[config.mk]
export PLATFORM = sky130hd
export DESIGN_NAME = decode_dispatch
export DESIGN_NICKNAME = d
export VERILOG_FILES = /design/src/rtl/decode_pkg.sv /design/src/rtl/decode_dispatch.sv /design/src/rtl/dispatch_slots.sv /design/src/rtl/inst_decoder.sv
export SDC_FILE = /design/constraint.sdc
export NUM_CORES = 1
export LEC_CHECK = 0
export ABC_AREA = 1
export BUFFER_PORTS_ARGS = -buffer_cell sky130_fd_sc_hd__buf_2
export CORE_MARGIN = 8
export CORE_UTILIZATION = 40
export CTS_CLUSTER_DIAMETER = 80
export CTS_CLUSTER_SIZE = 20
export DETAILED_ROUTE_END_ITERATION = 16
export SLEW_MARGIN = 20
export SYNTH_ARGS = -nofsm -noshare
export SYNTH_HDL_FRONTEND = slang
export SYNTH_HIERARCHICAL = 1
export SYNTH_SLANG_ARGS = --single-unit
export TNS_END_PERCENT = 100
[constraint.sdc]
create_clock -name clock -period 3.9 [get_ports clock]
set_clock_uncertainty 0.15 [all_clocks]
set_input_delay 0.195 -clock clock [delete_from_list [all_inputs] [get_ports clock]]
set_output_delay 0.195 -clock clock [all_outputs]
set_load 0.05 [all_outputs]
[src/rtl/decode_pkg.sv]
// two lanes only, integer subset; ldq_l, stq_c, cpuid and fp/misc groups decode as illegal
`default_nettype none

package decode_pkg;

  localparam int num_lanes = 2;          // fetch and dispatch width
  localparam int reg_idx_w = 5;
  localparam logic [reg_idx_w-1:0] zero_reg = 5'd31;  // no writeback
  localparam logic [31:0] noop_inst = 32'h47ff041f;   // bis r31,r31,r31

  // major opcodes
  localparam logic [5:0] pal_inst = 6'h00;
  localparam logic [5:0] lda_inst = 6'h08;
  localparam logic [5:0] inta_grp = 6'h10; // add/sub/compare
  localparam logic [5:0] intl_grp = 6'h11; // logical
  localparam logic [5:0] ints_grp = 6'h12; // shifts
  localparam logic [5:0] intm_grp = 6'h13; // multiply
  localparam logic [5:0] jsr_grp  = 6'h1a; // jmp/jsr/ret/jsr_co
  localparam logic [5:0] ldq_inst = 6'h29;
  localparam logic [5:0] stq_inst = 6'h2d;
  localparam logic [5:0] br_inst  = 6'h30;
  localparam logic [5:0] fbeq_inst = 6'h31; // fp branches, never implemented
  localparam logic [5:0] fblt_inst = 6'h32;
  localparam logic [5:0] fble_inst = 6'h33;
  localparam logic [5:0] bsr_inst  = 6'h34;
  localparam logic [5:0] fbne_inst = 6'h35;
  localparam logic [5:0] fbge_inst = 6'h36;
  localparam logic [5:0] fbgt_inst = 6'h37;

  localparam logic [25:0] pal_halt = 26'h555; // pal function of halt

  // operate function codes, bits 11:5
  localparam logic [6:0] addq_fn   = 7'h20;
  localparam logic [6:0] subq_fn   = 7'h29;
  localparam logic [6:0] cmpeq_fn  = 7'h2d;
  localparam logic [6:0] cmplt_fn  = 7'h4d;
  localparam logic [6:0] cmple_fn  = 7'h6d;
  localparam logic [6:0] cmpult_fn = 7'h1d;
  localparam logic [6:0] cmpule_fn = 7'h3d;
  localparam logic [6:0] and_fn    = 7'h00;
  localparam logic [6:0] bic_fn    = 7'h08;
  localparam logic [6:0] bis_fn    = 7'h20;
  localparam logic [6:0] ornot_fn  = 7'h28;
  localparam logic [6:0] xor_fn    = 7'h40;
  localparam logic [6:0] eqv_fn    = 7'h48;
  localparam logic [6:0] srl_fn    = 7'h34;
  localparam logic [6:0] sll_fn    = 7'h39;
  localparam logic [6:0] sra_fn    = 7'h3c;
  localparam logic [6:0] mulq_fn   = 7'h20;

  typedef enum logic [4:0] {
    alu_addq, alu_subq, alu_cmpeq, alu_cmplt, alu_cmple, alu_cmpult, alu_cmpule,
    alu_and, alu_bic, alu_bis, alu_ornot, alu_xor, alu_eqv,
    alu_srl, alu_sll, alu_sra, alu_mulq
  } alu_func_e;

  typedef enum logic [1:0] {
    opa_is_rega     = 2'd0,
    opa_is_mem_disp = 2'd1,
    opa_is_npc      = 2'd2,
    opa_is_not3     = 2'd3 // ~3 mask, word-aligns jump target
  } opa_sel_e;

  typedef enum logic [1:0] {
    opb_is_regb    = 2'd0,
    opb_is_alu_imm = 2'd1,
    opb_is_br_disp = 2'd2
  } opb_sel_e;

  typedef struct packed {
    logic [5:0]           opcode;
    logic [reg_idx_w-1:0] ra;
    logic [reg_idx_w-1:0] rb;      // top of literal when lit set
    logic [2:0]           lit_or_zero;
    logic                 lit;     // bit 12
    logic [6:0]           func;
    logic [reg_idx_w-1:0] rc;
  } op_fmt_t;

  typedef struct packed {
    logic [5:0]           opcode;
    logic [reg_idx_w-1:0] ra;
    logic [reg_idx_w-1:0] rb;
    logic [15:0]          disp;
  } mem_fmt_t;

  typedef union packed {
    op_fmt_t  op;  // operate view
    mem_fmt_t mem; // memory / branch view
  } inst_word_u;

  typedef struct packed {
    logic        valid;
    logic [63:0] npc;
    inst_word_u  inst;
  } fetch_lane_t; // 97 bits

  typedef struct packed {
    logic [63:0]          npc;
    inst_word_u           inst;
    logic [reg_idx_w-1:0] ra_idx;
    logic [reg_idx_w-1:0] rb_idx;
    logic [reg_idx_w-1:0] rc_idx;
    logic [reg_idx_w-1:0] dest_idx;
    opa_sel_e             opa_sel;
    opb_sel_e             opb_sel;
    alu_func_e            alu_func;
    logic                 rd_mem;
    logic                 wr_mem;
    logic                 cond_branch;
    logic                 uncond_branch;
    logic                 halt;
    logic                 illegal;
    logic                 valid;
  } decoded_slot_t;

  // empty slot, also the reset contents of dispatch slots
  localparam decoded_slot_t noop_slot = '{
    npc: 64'd0, inst: noop_inst, ra_idx: zero_reg, rb_idx: zero_reg,
    rc_idx: zero_reg, dest_idx: zero_reg, opa_sel: opa_is_rega,
    opb_sel: opb_is_regb, alu_func: alu_addq, rd_mem: 1'b0, wr_mem: 1'b0,
    cond_branch: 1'b0, uncond_branch: 1'b0, halt: 1'b0, illegal: 1'b0,
    valid: 1'b0
  };

endpackage

`default_nettype wire
[src/rtl/decode_dispatch.sv]
// decode is zero-cycle; a lane taken at an edge shows in the slot outputs after that edge
`timescale 1ns/1ps
`default_nettype none

module decode_dispatch
  import decode_pkg::*;
(
  input  logic          clock,
  input  logic          reset,
  input  fetch_lane_t   lanes [num_lanes],  // straight from fetch
  input  logic [1:0]    rob_cap,
  input  logic [1:0]    rs_cap,
  output decoded_slot_t slots [num_lanes],  // toward rs, rob and map table
  output logic [1:0]    dispatch_num
);

  decoded_slot_t decoded [num_lanes];       // per-lane decode results

  // identical decoder per fetch lane
  for (genvar g = 0; g < num_lanes; g++)
  begin : g_lane
    inst_decoder u_dec (
      .lane (lanes[g]),
      .slot (decoded[g])
    );
  end

  dispatch_slots u_slots (
    .clock        (clock),
    .reset        (reset),
    .decoded      (decoded),
    .rob_cap      (rob_cap),
    .rs_cap       (rs_cap),
    .slots        (slots),
    .dispatch_num (dispatch_num)
  );

endmodule

`default_nettype wire

[src/rtl/dispatch_slots.sv]
// capacities above 2 are treated as 1; slot contents hold whenever either capacity is 0
`timescale 1ns/1ps
`default_nettype none

module dispatch_slots
  import decode_pkg::*;
(
  input  logic          clock,
  input  logic          reset,
  input  decoded_slot_t decoded [num_lanes],
  input  logic [1:0]    rob_cap,          // free rob entries
  input  logic [1:0]    rs_cap,           // free rs entries
  output decoded_slot_t slots [num_lanes],
  output logic [1:0]    dispatch_num      // lanes consumed this cycle
);

  decoded_slot_t slot_q [num_lanes];      // stored slot pair

  // both structures must take the pair before two go out
  always_comb
  begin
    if (rob_cap == 2'd2 && rs_cap == 2'd2)
      dispatch_num = 2'd2;
    else if (rob_cap == 2'd0 || rs_cap == 2'd0)
      dispatch_num = 2'd0;                // stall, fetch holds its lanes
    else
      dispatch_num = 2'd1;
  end

  // stored fields go out as is, only valid is gated by this cycle's count
  always_comb
  begin
    slots          = slot_q;
    slots[0].valid = slot_q[0].valid & (dispatch_num != 2'd0);
    slots[1].valid = slot_q[1].valid & (dispatch_num == 2'd2);
  end

  always_ff @(posedge clock)
  begin
    if (reset)
    begin
      slot_q[0] <= noop_slot;
      slot_q[1] <= noop_slot;
    end
    else
    begin
      case (dispatch_num)
        2'd2:                             // whole pair taken, reload
        begin
          slot_q[0] <= decoded[0];
          slot_q[1] <= decoded[1];
        end
        2'd1:                             // older slot 1 moves up
        begin
          slot_q[0] <= slot_q[1];
          slot_q[1] <= decoded[0];
        end
        default:                          // hold
        begin
          slot_q[0] <= slot_q[0];
          slot_q[1] <= slot_q[1];
        end
      endcase
    end
  end

endmodule

`default_nettype wire

[src/rtl/inst_decoder.sv]
// purely combinational; illegal words keep their group's partial selects but valid drops
`timescale 1ns/1ps
`default_nettype none

module inst_decoder
  import decode_pkg::*;
(
  input  fetch_lane_t   lane,
  output decoded_slot_t slot
);

  always_comb
  begin
    slot          = noop_slot;          // noop defaults, all flags clear
    slot.npc      = lane.npc;
    slot.inst     = lane.inst;
    slot.ra_idx   = lane.inst.op.ra;    // register fields pass through
    slot.rb_idx   = lane.inst.op.rb;
    slot.rc_idx   = lane.inst.op.rc;
    if (lane.valid)
    begin
      case (lane.inst.op.opcode[5:3])
        3'b000:                           // pal group
        begin
          if (lane.inst.op.opcode == pal_inst && lane.inst[25:0] == pal_halt)
            slot.halt = 1'b1;
          else
            slot.illegal = 1'b1;            // cpuid and other pal calls
        end
        3'b010:                           // integer operates
        begin
          slot.opa_sel  = opa_is_rega;
          slot.opb_sel  = lane.inst.op.lit ? opb_is_alu_imm : opb_is_regb;
          slot.dest_idx = lane.inst.op.rc;
          case (lane.inst.op.opcode)
            inta_grp:
              case (lane.inst.op.func)
                addq_fn:   slot.alu_func = alu_addq;
                subq_fn:   slot.alu_func = alu_subq;
                cmpeq_fn:  slot.alu_func = alu_cmpeq;
                cmplt_fn:  slot.alu_func = alu_cmplt;
                cmple_fn:  slot.alu_func = alu_cmple;
                cmpult_fn: slot.alu_func = alu_cmpult;
                cmpule_fn: slot.alu_func = alu_cmpule;
                default:   slot.illegal  = 1'b1;
              endcase
            intl_grp:
              case (lane.inst.op.func)
                and_fn:   slot.alu_func = alu_and;
                bic_fn:   slot.alu_func = alu_bic;
                bis_fn:   slot.alu_func = alu_bis;
                ornot_fn: slot.alu_func = alu_ornot;
                xor_fn:   slot.alu_func = alu_xor;
                eqv_fn:   slot.alu_func = alu_eqv;
                default:  slot.illegal  = 1'b1;
              endcase
            ints_grp:
              case (lane.inst.op.func)
                srl_fn:  slot.alu_func = alu_srl;
                sll_fn:  slot.alu_func = alu_sll;
                sra_fn:  slot.alu_func = alu_sra;
                default: slot.illegal  = 1'b1;
              endcase
            intm_grp:
              if (lane.inst.op.func == mulq_fn)
                slot.alu_func = alu_mulq;
              else
                slot.illegal = 1'b1;
            default: slot.illegal = 1'b1;   // fp operate groups
          endcase
        end
        3'b011:                           // misc, jump, fp convert
        begin
          if (lane.inst.op.opcode == jsr_grp)
          begin
            slot.opa_sel       = opa_is_not3;
            slot.opb_sel       = opb_is_regb;
            slot.alu_func      = alu_and;   // target = rb & ~3
            slot.dest_idx      = lane.inst.op.ra; // return address
            slot.uncond_branch = 1'b1;
          end
          else
            slot.illegal = 1'b1;
        end
        3'b001, 3'b100, 3'b101:           // memory format
        begin
          slot.opa_sel  = opa_is_mem_disp;
          slot.opb_sel  = opb_is_regb;
          slot.alu_func = alu_addq;         // address = rb + disp
          slot.dest_idx = lane.inst.mem.ra;
          case (lane.inst.mem.opcode)
            lda_inst: ;                     // address itself is the result
            ldq_inst: slot.rd_mem = 1'b1;
            stq_inst:
            begin
              slot.wr_mem   = 1'b1;
              slot.dest_idx = zero_reg;     // store has no writeback
            end
            default: slot.illegal = 1'b1;   // ldah, ldq_l, stq_c and the rest
          endcase
        end
        default:                          // 3'b110, 3'b111 branch format
        begin
          slot.opa_sel  = opa_is_npc;
          slot.opb_sel  = opb_is_br_disp;
          slot.alu_func = alu_addq;         // target = npc + disp*4
          case (lane.inst.mem.opcode)
            fbeq_inst, fblt_inst, fble_inst,
            fbne_inst, fbge_inst, fbgt_inst:
              slot.illegal = 1'b1;          // no fp condition source
            br_inst, bsr_inst:
            begin
              slot.dest_idx      = lane.inst.mem.ra; // link register
              slot.uncond_branch = 1'b1;
            end
            default: slot.cond_branch = 1'b1;
          endcase
        end
      endcase
    end
    slot.valid = lane.valid & ~slot.illegal; // halt stays valid
  end

endmodule

`default_nettype wire

==> impl_results.md <==
- Nets@finish: 3367
- Mapped Area: between 15000 and 20000 sq um
- Pwr Density: 402.9 nW/um^2
- GPL Wtd Cong: 0.9050
- Ys Warns: 6
- P_int: 5.157 mW
- Number of port buffers: between 400 and 500
- Postcts setup bufs: 0
- Top FF cell, synth: dfxtp_1
- DRC: 0
- Post-DP HPWL: roughly 42000 um
- Sequential share of power: 36.1%
- Post-route core utilization: 44.52%
- Slew headroom: 19.44%
- I/O pin total: ~470
- Clock transition at path regs: 0.08 ns
- CTS Buf Count: 26
- Vias/cell: 4.827
- Max capacitance violation total: 0
- Crit Path Max Fanout: 163
- NetSw: ~3.3 mW
- Die area: 54730 sq um
- Die W: roughly 230 um
- Seq/Total Area, Yosys: 27.81%
- Min-Delay Path Class: input pin to flop
- P_leak: 11.50 nW
- Setup violations, final: 0
- DRT Wirelength: 62590 um
- Clock sink total: 264
- Unrepaired setup endpoints after global routing: false
- Share of cells above drive strength 1: 18.20%
- Post-synth ARST share: 0%
- FP Rows: 80
- H-tree depth: 1
- Synth Area per Inst: about 6.1 sq um
- Post-Syn Nets: 3297
- EDFF count, synth: 0
- Sw Ratio: 39.27%
- WP data arrival: approximately 3.2 ns
- Setup tns final: 0 ns
- Area leader, netlist: dfxtp_1
- Synth top area share: 27.81%
- Maximum vdd drop: between 0.3 and 0.4 mV
- Fmax: 0.3598 GHz
- Comb pwr share: 30.0%
- Wirelength per Cell: 16.46 um
- Initial antenna violation count: 5
- Fin crit period: 2.779 ns
- Max Slew Vio Count: 0
- Gr ovfl total: 0
- Clock share of power: between 30% and 40%
- DRT iter0 DRCs: 1462
- Via Count: 18.35k
- Outcome: finished, final reports clean
- CP required: 4.28 ns
- # fillers: 5075
- Ranking of synthesized cells by area: dfxtp_1, buf_4, nand3_1
- Final hold vios: 0
- TritonRoute pass-1 iters: 7
- GRT Resource Usage Total: a little over a fifth
- Worst-Skew Late Latency: 0.58 ns
- First-pass GRT wire length: 95680 um
- Startpoint class of the critical path: input pin
- Synth unique cells: 39
- Final period utilization: 71.26%
- ANT nets after route: 0
- Area Overhead vs Synth: 10.93%
- Worst slew pin tran: 1.208 ns
- Synthesized instance count: 3097
- Critical path type: input pin to flop
- Kind of end point of the critical path: flop
- Yosys reg bits: approximately 260
- CTS tree: done
- Starting density of the core: about two fifths
- Largest net degree at the start of global routing: 227
- Max Buffers Root-to-Sink: 3
- CORE AREA: 47350 sq um
- Die Height: 234.0 um
- Clock root buffer: clkbuf_16
- Vias in the first global route: 16.79k
[power groups by stage]
stage	registers (mW)	clock network [mW]	logic, mW
6_report	3.07	2.87	2.55
5_1_grt	3.10	3.06	2.76
4_1_cts	3.07	2.97	2.55
3_5_place_dp	3.13	0	2.33
3_3_place_gp	3.12	0	2.32
2_1_floorplan	3.09	0	2.18
[critical path, stage by stage]
cell and delay [ns]:
buf_2 0.09, nand2_1 0.12, inv_8 0.39, buf_12 0.58
nand3_1 0.15, nand3_1 0.13, dlygate4sd3_1 0.59, nand2_1 0.05
dlygate4sd3_1 0.55, inv_1 0.05
[final timing paths]
path,start,cells past startpoint,slack (ns),to
worst max-delay path,rs_cap[1],10,1.12,u_slots/slots[123]
worst min register to register,u_slots/slots[253],2,0.32,u_slots/slots[253]
worst min-delay path,lanes[193],7,0.03,u_slots/slots[1]
worst max register to register,u_slots/slots[110],5,2.49,u_slots/slots[110]
[kinds of logic after synthesis]
kind of cell           synth area share, %
AOI/OAI and AO/OA                    2.081
buffers and inverters                28.71
DFF                                  27.81
and+or+nand+nor                      41.40
[routing by layer]
layer / share of wire (%) / vias to the layer above / track usage (%)
li1: - / 9294 / -
met1: 42 / 8324 / 26.97
met2: 48 / 633 / 36.69
met3: 7.7 / 92 / 4.899
met4: 2.8 / 8 / 5.860
met5: 0.073 / - / 0
[synthesized netlist by cell type (2+ instances only)]
cell       number
a21oi_1        16
a31oi_1         3
buf_1           8
buf_2         111
buf_4         484
buf_6           3
clkbuf_1       54
dfxtp_1       264
inv_1         255
inv_2           9
nand2_1       749
nand2_2         2
nand3_1       569
nand3_2         3
nand4_1        12
nor2_1        446
nor2_2          7
nor2_4          8
nor3_1         10
nor4_1          7
o2111ai_1       4
o211ai_1        6
o21ai_0        28
o21ai_1         2
or2_2          23
[area by class of cell]
type	instances	area, sq um	share of cell area [%]
diodes	1	2.502	0.01187
clock buffers	27	664.4	3.152
clock inverters	20	302.8	1.436
inverters	265	1002	4.755
multi-input cells	1907	8277	39.27
flip-flops and latches	264	5285	25.07
well taps	615	769.5	3.650
repair buffers	703	4776	22.66
[metrics by stage]
| step | power (mW) | cells | setup WS, ns | hold WS (ns) | cell area, sq um |
|---|---|---|---|---|---|
| after floorplan | 5.269 | 3097 | 1.854 | 0.2932 | 19000 |
| after global placement | 5.449 | 3527 | 1.403 | 0.3009 | 17840 |
| after detailed placement | 5.456 | 3527 | 1.429 | 0.3016 | 17840 |
| after CTS | 8.585 | 3801 | 1.244 | 0.001617 | 21080 |
| after global routing | 8.917 | 3802 | 1.003 | 0.05189 | 21080 |
| final | 8.492 | 3802 | 1.121 | 0.03297 | 21080 |
[sequential cells by signal, indices dropped and copies added, names as in the netlist]
name	count
u_slots/slots	262
u_slots/slot_q	2
[layout by cell type, fill, tap and decap left out, drive strengths merged, types with 8 or more instances in the layout]
cell	netlist	routed
clkbuf	55	27
clkinv	1	8
dlygate4sd3	0	227
inv	264	274
a21oi	16	16
nor3	11	11
nand3	572	572
or2	23	23
dfxtp	264	264
o21ai	30	30
nor2	462	462
buf	606	476
nand2	751	751
nand4	12	12
[what timing repair did]
| action | CTS | global route |
|---|---|---|
| hold buffers | 227 | 0 |
| resized for setup | 0 | 0 |
| hold endpoints to repair | 249 | 0 |
(Power assumes the default switching activity.)
